`src/verilog/sw_cfg_pkg.sv`:
```
package sw_cfg_pkg;

    // sequence geometry
    localparam int REF_LEN_MAX  = 16;
    localparam int READ_LEN_MAX = 8;

    // wavefront spans ref_len + read_len - 1 cycles at most
    localparam int CYCLE_W = $clog2(REF_LEN_MAX + READ_LEN_MAX);

    // one nucleotide
    typedef logic [1:0] base_t;

    // first base sits in the top pair
    typedef logic [2*REF_LEN_MAX-1:0]  ref_seq_t;
    typedef logic [2*READ_LEN_MAX-1:0] read_seq_t;

    // 1-based lengths
    typedef logic [$clog2(REF_LEN_MAX):0]  ref_len_t;
    typedef logic [$clog2(READ_LEN_MAX):0] read_len_t;

    // 0-based positions
    typedef logic [$clog2(REF_LEN_MAX)-1:0]  col_t;
    typedef logic [$clog2(READ_LEN_MAX)-1:0] row_t;

    typedef logic [CYCLE_W-1:0] cycle_t;

endpackage

```
`src/verilog/sw_score_pkg.sv`:
```
package sw_score_pkg;

    localparam int SCORE_W = 10;

    typedef logic signed [SCORE_W-1:0] score_t;

    // linear substitution
    localparam score_t MATCH_SCORE    = score_t'(1);
    localparam score_t MISMATCH_SCORE = score_t'(-4);

    // affine gap: open on the first gap cell, extend after
    localparam score_t GAP_OPEN   = score_t'(-6);
    localparam score_t GAP_EXTEND = score_t'(-1);

endpackage

```
`src/verilog/sw_pe.sv`:
```
`timescale 1ns/1ps

module sw_pe
    import sw_cfg_pkg::*;
    import sw_score_pkg::*;
(
    input  logic   clk,
    input  logic   rst,
    input  logic   i_clear,
    input  logic   i_row_en,
    input  base_t  i_read_base,
    input  base_t  i_ref_base,
    input  logic   i_ref_base_valid,
    input  score_t i_up_h,
    input  score_t i_up_f,
    input  score_t i_diag_h,
    output score_t o_h,
    output score_t o_f,
    output score_t o_h_prev,
    output base_t  o_ref_base,
    output logic   o_ref_base_valid,
    output logic   o_cell_valid
);

    score_t h_q;
    score_t h_prev_q;
    score_t e_q;
    score_t f_q;
    score_t subst;
    score_t e_d;
    score_t f_d;
    score_t h_d;
    base_t  base_q;
    logic   base_valid_q;
    logic   cell_valid_q;
    logic   en;

    // max of three, floored at zero
    function automatic score_t max3_clamp(score_t a, score_t b, score_t c);
        score_t m;
        m = (a > b) ? a : b;
        m = (c > m) ? c : m;
        return (m > 0) ? m : '0;
    endfunction

    assign en = i_ref_base_valid && i_row_en;

    always_comb begin
        subst = (i_read_base == i_ref_base) ? MATCH_SCORE : MISMATCH_SCORE;
        // gap along the row uses own previous cell
        e_d = max3_clamp('0, e_q + GAP_EXTEND, h_q + GAP_OPEN);
        // gap along the column comes from the row above
        f_d = max3_clamp('0, i_up_f + GAP_EXTEND, i_up_h + GAP_OPEN);
        h_d = max3_clamp(i_diag_h + subst, e_d, f_d);
    end

    always_ff @(posedge clk or posedge rst) begin
        if (rst) begin
            h_q          <= '0;
            h_prev_q     <= '0;
            e_q          <= '0;
            f_q          <= '0;
            cell_valid_q <= 1'b0;
            base_valid_q <= 1'b0;
        end else if (i_clear) begin
            h_q          <= '0;
            h_prev_q     <= '0;
            e_q          <= '0;
            f_q          <= '0;
            cell_valid_q <= 1'b0;
            base_valid_q <= 1'b0;
        end else begin
            cell_valid_q <= en;
            base_valid_q <= i_ref_base_valid;
            // hold between cells so the next row still sees them
            if (en) begin
                h_prev_q <= h_q;
                h_q      <= h_d;
                e_q      <= e_d;
                f_q      <= f_d;
            end
        end
    end

    always_ff @(posedge clk) begin
        base_q <= i_ref_base;
    end

    assign o_h              = h_q;
    assign o_f              = f_q;
    assign o_h_prev         = h_prev_q;
    assign o_ref_base       = base_q;
    assign o_ref_base_valid = base_valid_q;
    assign o_cell_valid     = cell_valid_q;

endmodule

```
`src/verilog/sw_pe_array.sv`:
```
`timescale 1ns/1ps

module sw_pe_array
    import sw_cfg_pkg::*;
    import sw_score_pkg::*;
(
    input  logic                    clk,
    input  logic                    rst,
    input  logic                    i_clear,
    input  base_t                   i_ref_base,
    input  logic                    i_ref_base_valid,
    input  read_seq_t               i_read_seq,
    input  read_len_t               i_read_len,
    output score_t                  o_row_h [READ_LEN_MAX],
    output logic [READ_LEN_MAX-1:0] o_row_valid
);

    // entry r feeds row r, entry r+1 is driven by row r
    score_t                h_chain    [READ_LEN_MAX+1];
    score_t                f_chain    [READ_LEN_MAX+1];
    score_t                diag_chain [READ_LEN_MAX+1];
    base_t                 base_chain [READ_LEN_MAX+1];
    logic [READ_LEN_MAX:0] bv_chain;
    logic [READ_LEN_MAX-1:0] row_en;

    // top row sees an all-zero row above it
    assign h_chain[0]    = '0;
    assign f_chain[0]    = '0;
    assign diag_chain[0] = '0;
    assign base_chain[0] = i_ref_base;
    assign bv_chain[0]   = i_ref_base_valid;

    // rows past the read length stay idle
    always_comb begin
        for (int r = 0; r < READ_LEN_MAX; r++) begin
            row_en[r] = (r < int'(i_read_len));
        end
    end

    for (genvar r = 0; r < READ_LEN_MAX; r++) begin : g_row
        sw_pe pe_i (
            .clk              (clk),
            .rst              (rst),
            .i_clear          (i_clear),
            .i_row_en         (row_en[r]),
            .i_read_base      (i_read_seq[2*(READ_LEN_MAX-r)-1 -: 2]),
            .i_ref_base       (base_chain[r]),
            .i_ref_base_valid (bv_chain[r]),
            .i_up_h           (h_chain[r]),
            .i_up_f           (f_chain[r]),
            .i_diag_h         (diag_chain[r]),
            .o_h              (h_chain[r+1]),
            .o_f              (f_chain[r+1]),
            .o_h_prev         (diag_chain[r+1]),
            .o_ref_base       (base_chain[r+1]),
            .o_ref_base_valid (bv_chain[r+1]),
            .o_cell_valid     (o_row_valid[r])
        );

        assign o_row_h[r] = h_chain[r+1];
    end

endmodule

```
`src/verilog/sw_best_select.sv`:
```
`timescale 1ns/1ps

module sw_best_select
    import sw_cfg_pkg::*;
    import sw_score_pkg::*;
(
    input  logic                    clk,
    input  logic                    rst,
    input  logic                    i_clear,
    input  score_t                  i_row_h [READ_LEN_MAX],
    input  logic [READ_LEN_MAX-1:0] i_row_valid,
    input  logic                    i_scan_start,
    input  read_len_t               i_read_len,
    output logic                    o_scan_done,
    output score_t                  o_score,
    output row_t                    o_row,
    output col_t                    o_col
);

    score_t row_max [READ_LEN_MAX];
    col_t   row_col [READ_LEN_MAX];
    col_t   col_cnt [READ_LEN_MAX];
    score_t nxt_max [READ_LEN_MAX];
    col_t   nxt_col [READ_LEN_MAX];
    logic   scanning;
    row_t   scan_row;
    score_t best;
    row_t   best_row;
    col_t   best_col;

    // strictly greater keeps the earliest column
    always_comb begin
        for (int r = 0; r < READ_LEN_MAX; r++) begin
            if (i_row_valid[r] && (i_row_h[r] > row_max[r])) begin
                nxt_max[r] = i_row_h[r];
                nxt_col[r] = col_cnt[r];
            end else begin
                nxt_max[r] = row_max[r];
                nxt_col[r] = row_col[r];
            end
        end
    end

    always_ff @(posedge clk or posedge rst) begin
        if (rst) begin
            for (int r = 0; r < READ_LEN_MAX; r++) begin
                row_max[r] <= '0;
                row_col[r] <= '0;
                col_cnt[r] <= '0;
            end
        end else if (i_clear) begin
            for (int r = 0; r < READ_LEN_MAX; r++) begin
                row_max[r] <= '0;
                row_col[r] <= '0;
                col_cnt[r] <= '0;
            end
        end else begin
            for (int r = 0; r < READ_LEN_MAX; r++) begin
                row_max[r] <= nxt_max[r];
                row_col[r] <= nxt_col[r];
                if (i_row_valid[r]) begin
                    col_cnt[r] <= col_cnt[r] + col_t'(1);
                end
            end
        end
    end

    assign o_scan_done = scanning && (read_len_t'(scan_row) == i_read_len - read_len_t'(1));

    // one row per cycle; nxt_* also covers a last cell landing on scan cycle 0
    always_ff @(posedge clk or posedge rst) begin
        if (rst) begin
            scanning <= 1'b0;
            scan_row <= '0;
            best     <= '0;
            best_row <= '0;
            best_col <= '0;
        end else if (i_scan_start) begin
            scanning <= 1'b1;
            scan_row <= '0;
            best     <= '0;
            best_row <= '0;
            best_col <= '0;
        end else if (scanning) begin
            if (nxt_max[scan_row] > best) begin
                best     <= nxt_max[scan_row];
                best_row <= scan_row;
                best_col <= nxt_col[scan_row];
            end
            scan_row <= scan_row + row_t'(1);
            if (o_scan_done) begin
                scanning <= 1'b0;
            end
        end
    end

    assign o_score = best;
    assign o_row   = best_row;
    assign o_col   = best_col;

endmodule

```
`src/verilog/sw_ctrl.sv`:
```
`timescale 1ns/1ps

module sw_ctrl
    import sw_cfg_pkg::*;
(
    input  logic      clk,
    input  logic      rst,
    input  logic      i_valid,
    input  ref_seq_t  i_ref_seq,
    input  read_seq_t i_read_seq,
    input  ref_len_t  i_ref_len,
    input  read_len_t i_read_len,
    input  logic      i_ready,
    input  logic      i_scan_done,
    output logic      o_ready,
    output logic      o_valid,
    output logic      o_clear,
    output base_t     o_ref_base,
    output logic      o_ref_base_valid,
    output read_seq_t o_read_seq,
    output read_len_t o_read_len,
    output logic      o_scan_start
);

    typedef enum logic [2:0] {
        st_idle,
        st_load,
        st_compute,
        st_scan,
        st_done
    } state_t;

    state_t    state;
    state_t    state_n;
    ref_seq_t  ref_shift;
    read_seq_t read_seq;
    ref_len_t  ref_len;
    read_len_t read_len;
    cycle_t    cycle;
    cycle_t    last_cycle;
    logic      accept;
    logic      compute_end;

    // wavefront covers ref_len + read_len - 1 cycles, counted from 0
    assign accept      = (state == st_idle) && i_valid;
    assign last_cycle  = cycle_t'(ref_len) + cycle_t'(read_len) - cycle_t'(2);
    assign compute_end = (state == st_compute) && (cycle == last_cycle);

    always_comb begin
        state_n = state;
        case (state)
            st_idle:    if (i_valid) state_n = st_load;
            st_load:    state_n = st_compute;
            st_compute: if (compute_end) state_n = st_scan;
            st_scan:    if (i_scan_done) state_n = st_done;
            st_done:    if (i_ready) state_n = st_idle;
            default:    state_n = st_idle;
        endcase
    end

    always_ff @(posedge clk or posedge rst) begin
        if (rst) begin
            state    <= st_idle;
            cycle    <= '0;
            ref_len  <= '0;
            read_len <= '0;
        end else begin
            state <= state_n;
            if (accept) begin
                ref_len  <= i_ref_len;
                read_len <= i_read_len;
            end
            // wavefront step count, cleared in load
            if (state == st_load) begin
                cycle <= '0;
            end else if (state == st_compute) begin
                cycle <= cycle + cycle_t'(1);
            end
        end
    end

    // reference leaves one base per compute cycle, first base first
    always_ff @(posedge clk) begin
        if (accept) begin
            ref_shift <= i_ref_seq;
            read_seq  <= i_read_seq;
        end else if (state == st_compute) begin
            ref_shift <= ref_shift << 2;
        end
    end

    assign o_ready          = (state == st_idle);
    assign o_valid          = (state == st_done);
    assign o_clear          = (state == st_load);
    assign o_ref_base       = ref_shift[2*REF_LEN_MAX-1 -: 2];
    assign o_ref_base_valid = (state == st_compute) && (cycle < cycle_t'(ref_len));
    assign o_read_seq       = read_seq;
    assign o_read_len       = read_len;
    assign o_scan_start     = compute_end;

endmodule

```
`src/verilog/sw_top.sv`:
```
`timescale 1ns/1ps

module sw_top
    import sw_cfg_pkg::*;
    import sw_score_pkg::*;
(
    input  logic      clk,
    input  logic      rst,
    input  logic      i_valid,
    input  ref_seq_t  i_ref_seq,
    input  read_seq_t i_read_seq,
    input  ref_len_t  i_ref_len,
    input  read_len_t i_read_len,
    input  logic      i_ready,
    output logic      o_ready,
    output logic      o_valid,
    output score_t    o_score,
    output row_t      o_row,
    output col_t      o_col
);

    logic                    clear;
    base_t                   ref_base;
    logic                    ref_base_valid;
    read_seq_t               read_seq;
    read_len_t               read_len;
    logic                    scan_start;
    logic                    scan_done;
    score_t                  row_h [READ_LEN_MAX];
    logic [READ_LEN_MAX-1:0] row_valid;

    sw_ctrl ctrl_i (
        .clk              (clk),
        .rst              (rst),
        .i_valid          (i_valid),
        .i_ref_seq        (i_ref_seq),
        .i_read_seq       (i_read_seq),
        .i_ref_len        (i_ref_len),
        .i_read_len       (i_read_len),
        .i_ready          (i_ready),
        .i_scan_done      (scan_done),
        .o_ready          (o_ready),
        .o_valid          (o_valid),
        .o_clear          (clear),
        .o_ref_base       (ref_base),
        .o_ref_base_valid (ref_base_valid),
        .o_read_seq       (read_seq),
        .o_read_len       (read_len),
        .o_scan_start     (scan_start)
    );

    sw_pe_array pe_array_i (
        .clk              (clk),
        .rst              (rst),
        .i_clear          (clear),
        .i_ref_base       (ref_base),
        .i_ref_base_valid (ref_base_valid),
        .i_read_seq       (read_seq),
        .i_read_len       (read_len),
        .o_row_h          (row_h),
        .o_row_valid      (row_valid)
    );

    sw_best_select best_select_i (
        .clk          (clk),
        .rst          (rst),
        .i_clear      (clear),
        .i_row_h      (row_h),
        .i_row_valid  (row_valid),
        .i_scan_start (scan_start),
        .i_read_len   (read_len),
        .o_scan_done  (scan_done),
        .o_score      (o_score),
        .o_row        (o_row),
        .o_col        (o_col)
    );

endmodule

```
`config.mk`:
```
export PLATFORM = sky130hd
export DESIGN_NAME = sw_top
export DESIGN_NICKNAME = d
export VERILOG_FILES = /design/src/verilog/sw_cfg_pkg.sv /design/src/verilog/sw_score_pkg.sv /design/src/verilog/sw_pe.sv /design/src/verilog/sw_pe_array.sv /design/src/verilog/sw_best_select.sv /design/src/verilog/sw_ctrl.sv /design/src/verilog/sw_top.sv
export SDC_FILE = /design/constraint.sdc
export NUM_CORES = 2
export LEC_CHECK = 0
export BUFFER_PORTS_ARGS = -buffer_cell sky130_fd_sc_hd__buf_2
export CAP_MARGIN = 20
export CORE_ASPECT_RATIO = 1.75
export CORE_UTILIZATION = 23
export CTS_CLUSTER_DIAMETER = 100
export DETAILED_ROUTE_END_ITERATION = 16
export PLACE_DENSITY = 0.47
export SYNTH_ARGS = -nofsm -noshare
export SYNTH_HDL_FRONTEND = slang
export SYNTH_HIERARCHICAL = 1
export SYNTH_SLANG_ARGS = --single-unit
export TNS_END_PERCENT = 30
```
`constraint.sdc`:
```
create_clock -name clk -period 8.2 [get_ports clk]
set_input_delay 1.64 -clock clk [delete_from_list [all_inputs] [get_ports clk]]
set_output_delay 1.64 -clock clk [all_outputs]
set_load 0.01 [all_outputs]
```
==> qor.yml <==
r2r_start: "pe_array_i/g_row[1].pe_i/o_h[7]"
finalClockSkew_ns: 0.0406
finalCritPeriodShare_pct: 93.6
grt_start_max_net_pins: 89
grt_first_pass_wirelength_mm: 255
outcome: "finished, final reports clean"
fillers: 23300
yosys_warnings: 6
crit_path_max_fanout: 16
io_buffers: 79
drcViolationCount: 0
cts_max_level: 3
final_layout_size_suffix_gt1_share_pct: 9.83
worst_skew_pair.late_latency_ns: 0.67
root_buffer: "clkbuf_16"
critPathCaptureType: "register"
dp.cells: 8725
critPathRequiredTime_ns: 8.76
r2r_end: "pe_array_i/g_row[1].pe_i/o_h[1]"
ff2ff_setup_slack_ns: 0.53
place_congestion: 0.902
clkTransAtPathRegs_ns: 0.06
io_pins: 80
final_hold_viol_count: 0
cp.arrival_ns: 8.23
antenna_found_initial: 4
critPathMaxStageDelay_ns: 0.58
drt-pass1-iter-count: 7
die_y_um: 617
wl_mm: 165
hp-start: "pe_array_i/g_row[3].pe_i/o_ref_base[0]"
clock.fmax_ghz: 0.130
multi_input_area_mm2: 0.0332
cts_tree: "yes"
area_delta_synth_final_pct: 13.7
rsz0062_at_grt: "yes"
slew_violations: 0
min_period_ns: 7.67
worst_pin_slew_ns: 1.04
cp-start-kind: "register"
cts_buffer_depth: 3
max_cap_viol_count: 0
postSynthAreaPerCell_um2: 8.50
seq_area_mm2: 0.0142
hold_depth: 0
grt.total_usage_pct: 14.8
slowest_stage: "or4_1"
wl_per_cell_um: 18.6
ant_nets: 0
slew_headroom_pct: 29.7
viasPerCell: 4.91
layout.nets: 6563
whs_endpoint: "pe_array_i/g_row[4].pe_i/o_ref_base[0]"
crit_type: "register to register"
die_area_mm2: 0.218
final_util_pct: 26.3
numCtsBuffers: 69
worst_r2r_path_depth: 33
initialDrtViolationCount: 2053
syn_area_mm2: 0.0497
cts.sinks: 559
fp.dieW_um: 353
setup_viol: 0
dp_hpwl_mm: 131
initial_utilization_pct: 23.2
coreArea_mm2: 0.215
num_rows: 225
grt_pass1_vias: 45100
via_count: 43500
hp-class: "register to register"
overflow: 0
layout.cells.non_filler: 8860
netlist_instances: 5841
-- cell type report --
| cell class | instances | area share, % |
|---|---|---|
| Clock inverter | 33 | 0.979 |
| Multi-Input combinational cell | 4681 | 58.7 |
| Inverter | 438 | 2.95 |
| Clock buffer | 93 | 3.38 |
| Timing Repair Buffer | 216 | 2.59 |
| Antenna cell | 3 | 0.0133 |
| Tap cell | 2837 | 6.29 |
| Sequential cell | 559 | 25.1 |
-- worst max-delay path, delay by kind of cell (launching register included) --
family	cells	cell delay, ns
compound gates	16	3.03
xor+xnor	1	0.28
fa+ha+maj	3	1.04
buf+inv	4	0.75
flops	1	0.49
mux	1	0.23
simple gates	8	1.73
-- cells in the final DEF (no fill, tap or decap), types with 23 or more instances in the layout --
cell type / count
nor2_1: 588
clkbuf_16: 71
o21a_1: 41
mux2_2: 74
nand4_1: 97
edfxtp_1: 48
or4_1: 44
a22o_1: 109
a211oi_1: 68
dfrtp_1: 496
a31oi_1: 85
nand2_1: 447
a22oi_1: 38
xor2_1: 166
a21oi_1: 238
xnor2_1: 164
ha_1: 536
a32o_1: 34
or2_2: 46
nand3_1: 104
buf_4: 134
and2_1: 57
o21bai_1: 23
o21ai_0: 293
or3_1: 70
nand2b_1: 52
a21o_1: 65
nor2b_1: 89
conb_1: 108
o21ai_1: 37
mux2i_1: 198
buf_2: 79
a211o_1: 28
o211ai_1: 42
o31ai_1: 54
nor4_1: 56
nor3_1: 161
inv_1: 421
nor3b_1: 31
o22ai_1: 24
-- sequential cells by signal, indices dropped and copies added, names as in the netlist, 5 cells and up --
name	count
pe_array_i/g_row.pe_i/o_f	70
pe_array_i/g_row.pe_i/o_h_prev	70
pe_array_i/g_row.pe_i/o_ref_base	14
ctrl_i/cycle	5
ctrl_i/ref_shift	32
pe_array_i/g_row.pe_i/e_q	80
ctrl_i/ref_len	5
best_select_i/o_score	10
ctrl_i/o_read_seq	16
pe_array_i/g_row.pe_i/o_ref_base_valid	7
pe_array_i/g_row.pe_i/o_cell_valid	8
best_select_i/col_cnt	32
best_select_i/row_max	80
best_select_i/row_col	32
pe_array_i/g_row.pe_i/o_h	80
-- per-layer routing --
| metal | part of all wire (%) | global-route usage (%) |
|---|---|---|
| met1 | 36 | 14.2 |
| met2 | 56 | 30.3 |
| met3 | 2.6 | 1.60 |
| met4 | 4.9 | 7.02 |
| met5 | 0.021 | 0 |
-- stage by stage --
| step | setup TNS [ns] | area, µm² | hold slack, ns | setup WS [ns] |
|---|---|---|---|---|
| floorplan | 0 | 50000 | 0.349 | 1.03 |
| global placement | 0 | 53900 | 0.352 | 0.373 |
| detailed placement | 0 | 53900 | 0.354 | 0.394 |
| CTS | 0 | 56400 | 0.369 | 0.361 |
| global route | -0.139 | 56500 | 0.374 | -0.0394 |
| finish | 0 | 56500 | 0.365 | 0.527 |
-- how the worst max path moves through the flow --
| stage | start | to | slack [ns] | cells past startpoint |
|---|---|---|---|---|
| 2_1_floorplan | pe_array_i/g_row[2].pe_i/o_h[3] | pe_array_i/g_row[2].pe_i/o_h[0] | 1.03 | 34 |
| 3_3_place_gp | pe_array_i/g_row[5].pe_i/o_h[5] | pe_array_i/g_row[5].pe_i/o_h[0] | 0.37 | 28 |
| 3_5_place_dp | pe_array_i/g_row[5].pe_i/o_h[5] | pe_array_i/g_row[5].pe_i/o_h[0] | 0.39 | 28 |
| 4_1_cts | pe_array_i/g_row[5].pe_i/o_h[5] | pe_array_i/g_row[5].pe_i/o_h[0] | 0.36 | 28 |
| 5_1_grt | pe_array_i/g_row[1].pe_i/o_h[7] | pe_array_i/g_row[1].pe_i/o_h[6] | -0.04 | 33 |
| 6_report | pe_array_i/g_row[1].pe_i/o_h[7] | pe_array_i/g_row[1].pe_i/o_h[1] | 0.53 | 33 |
-- timing repair --
| action | in CTS | in global routing |
|---|---|---|
| setup endpoints to repair | 0 | 18 |
| hold buffers | 0 | 0 |
| resized for setup | 0 | 3 |
| setup buffers | 0 | 2 |
Power is not shown: default switching activity piles up to over one toggle a cycle in this logic, so the estimate is an artifact.
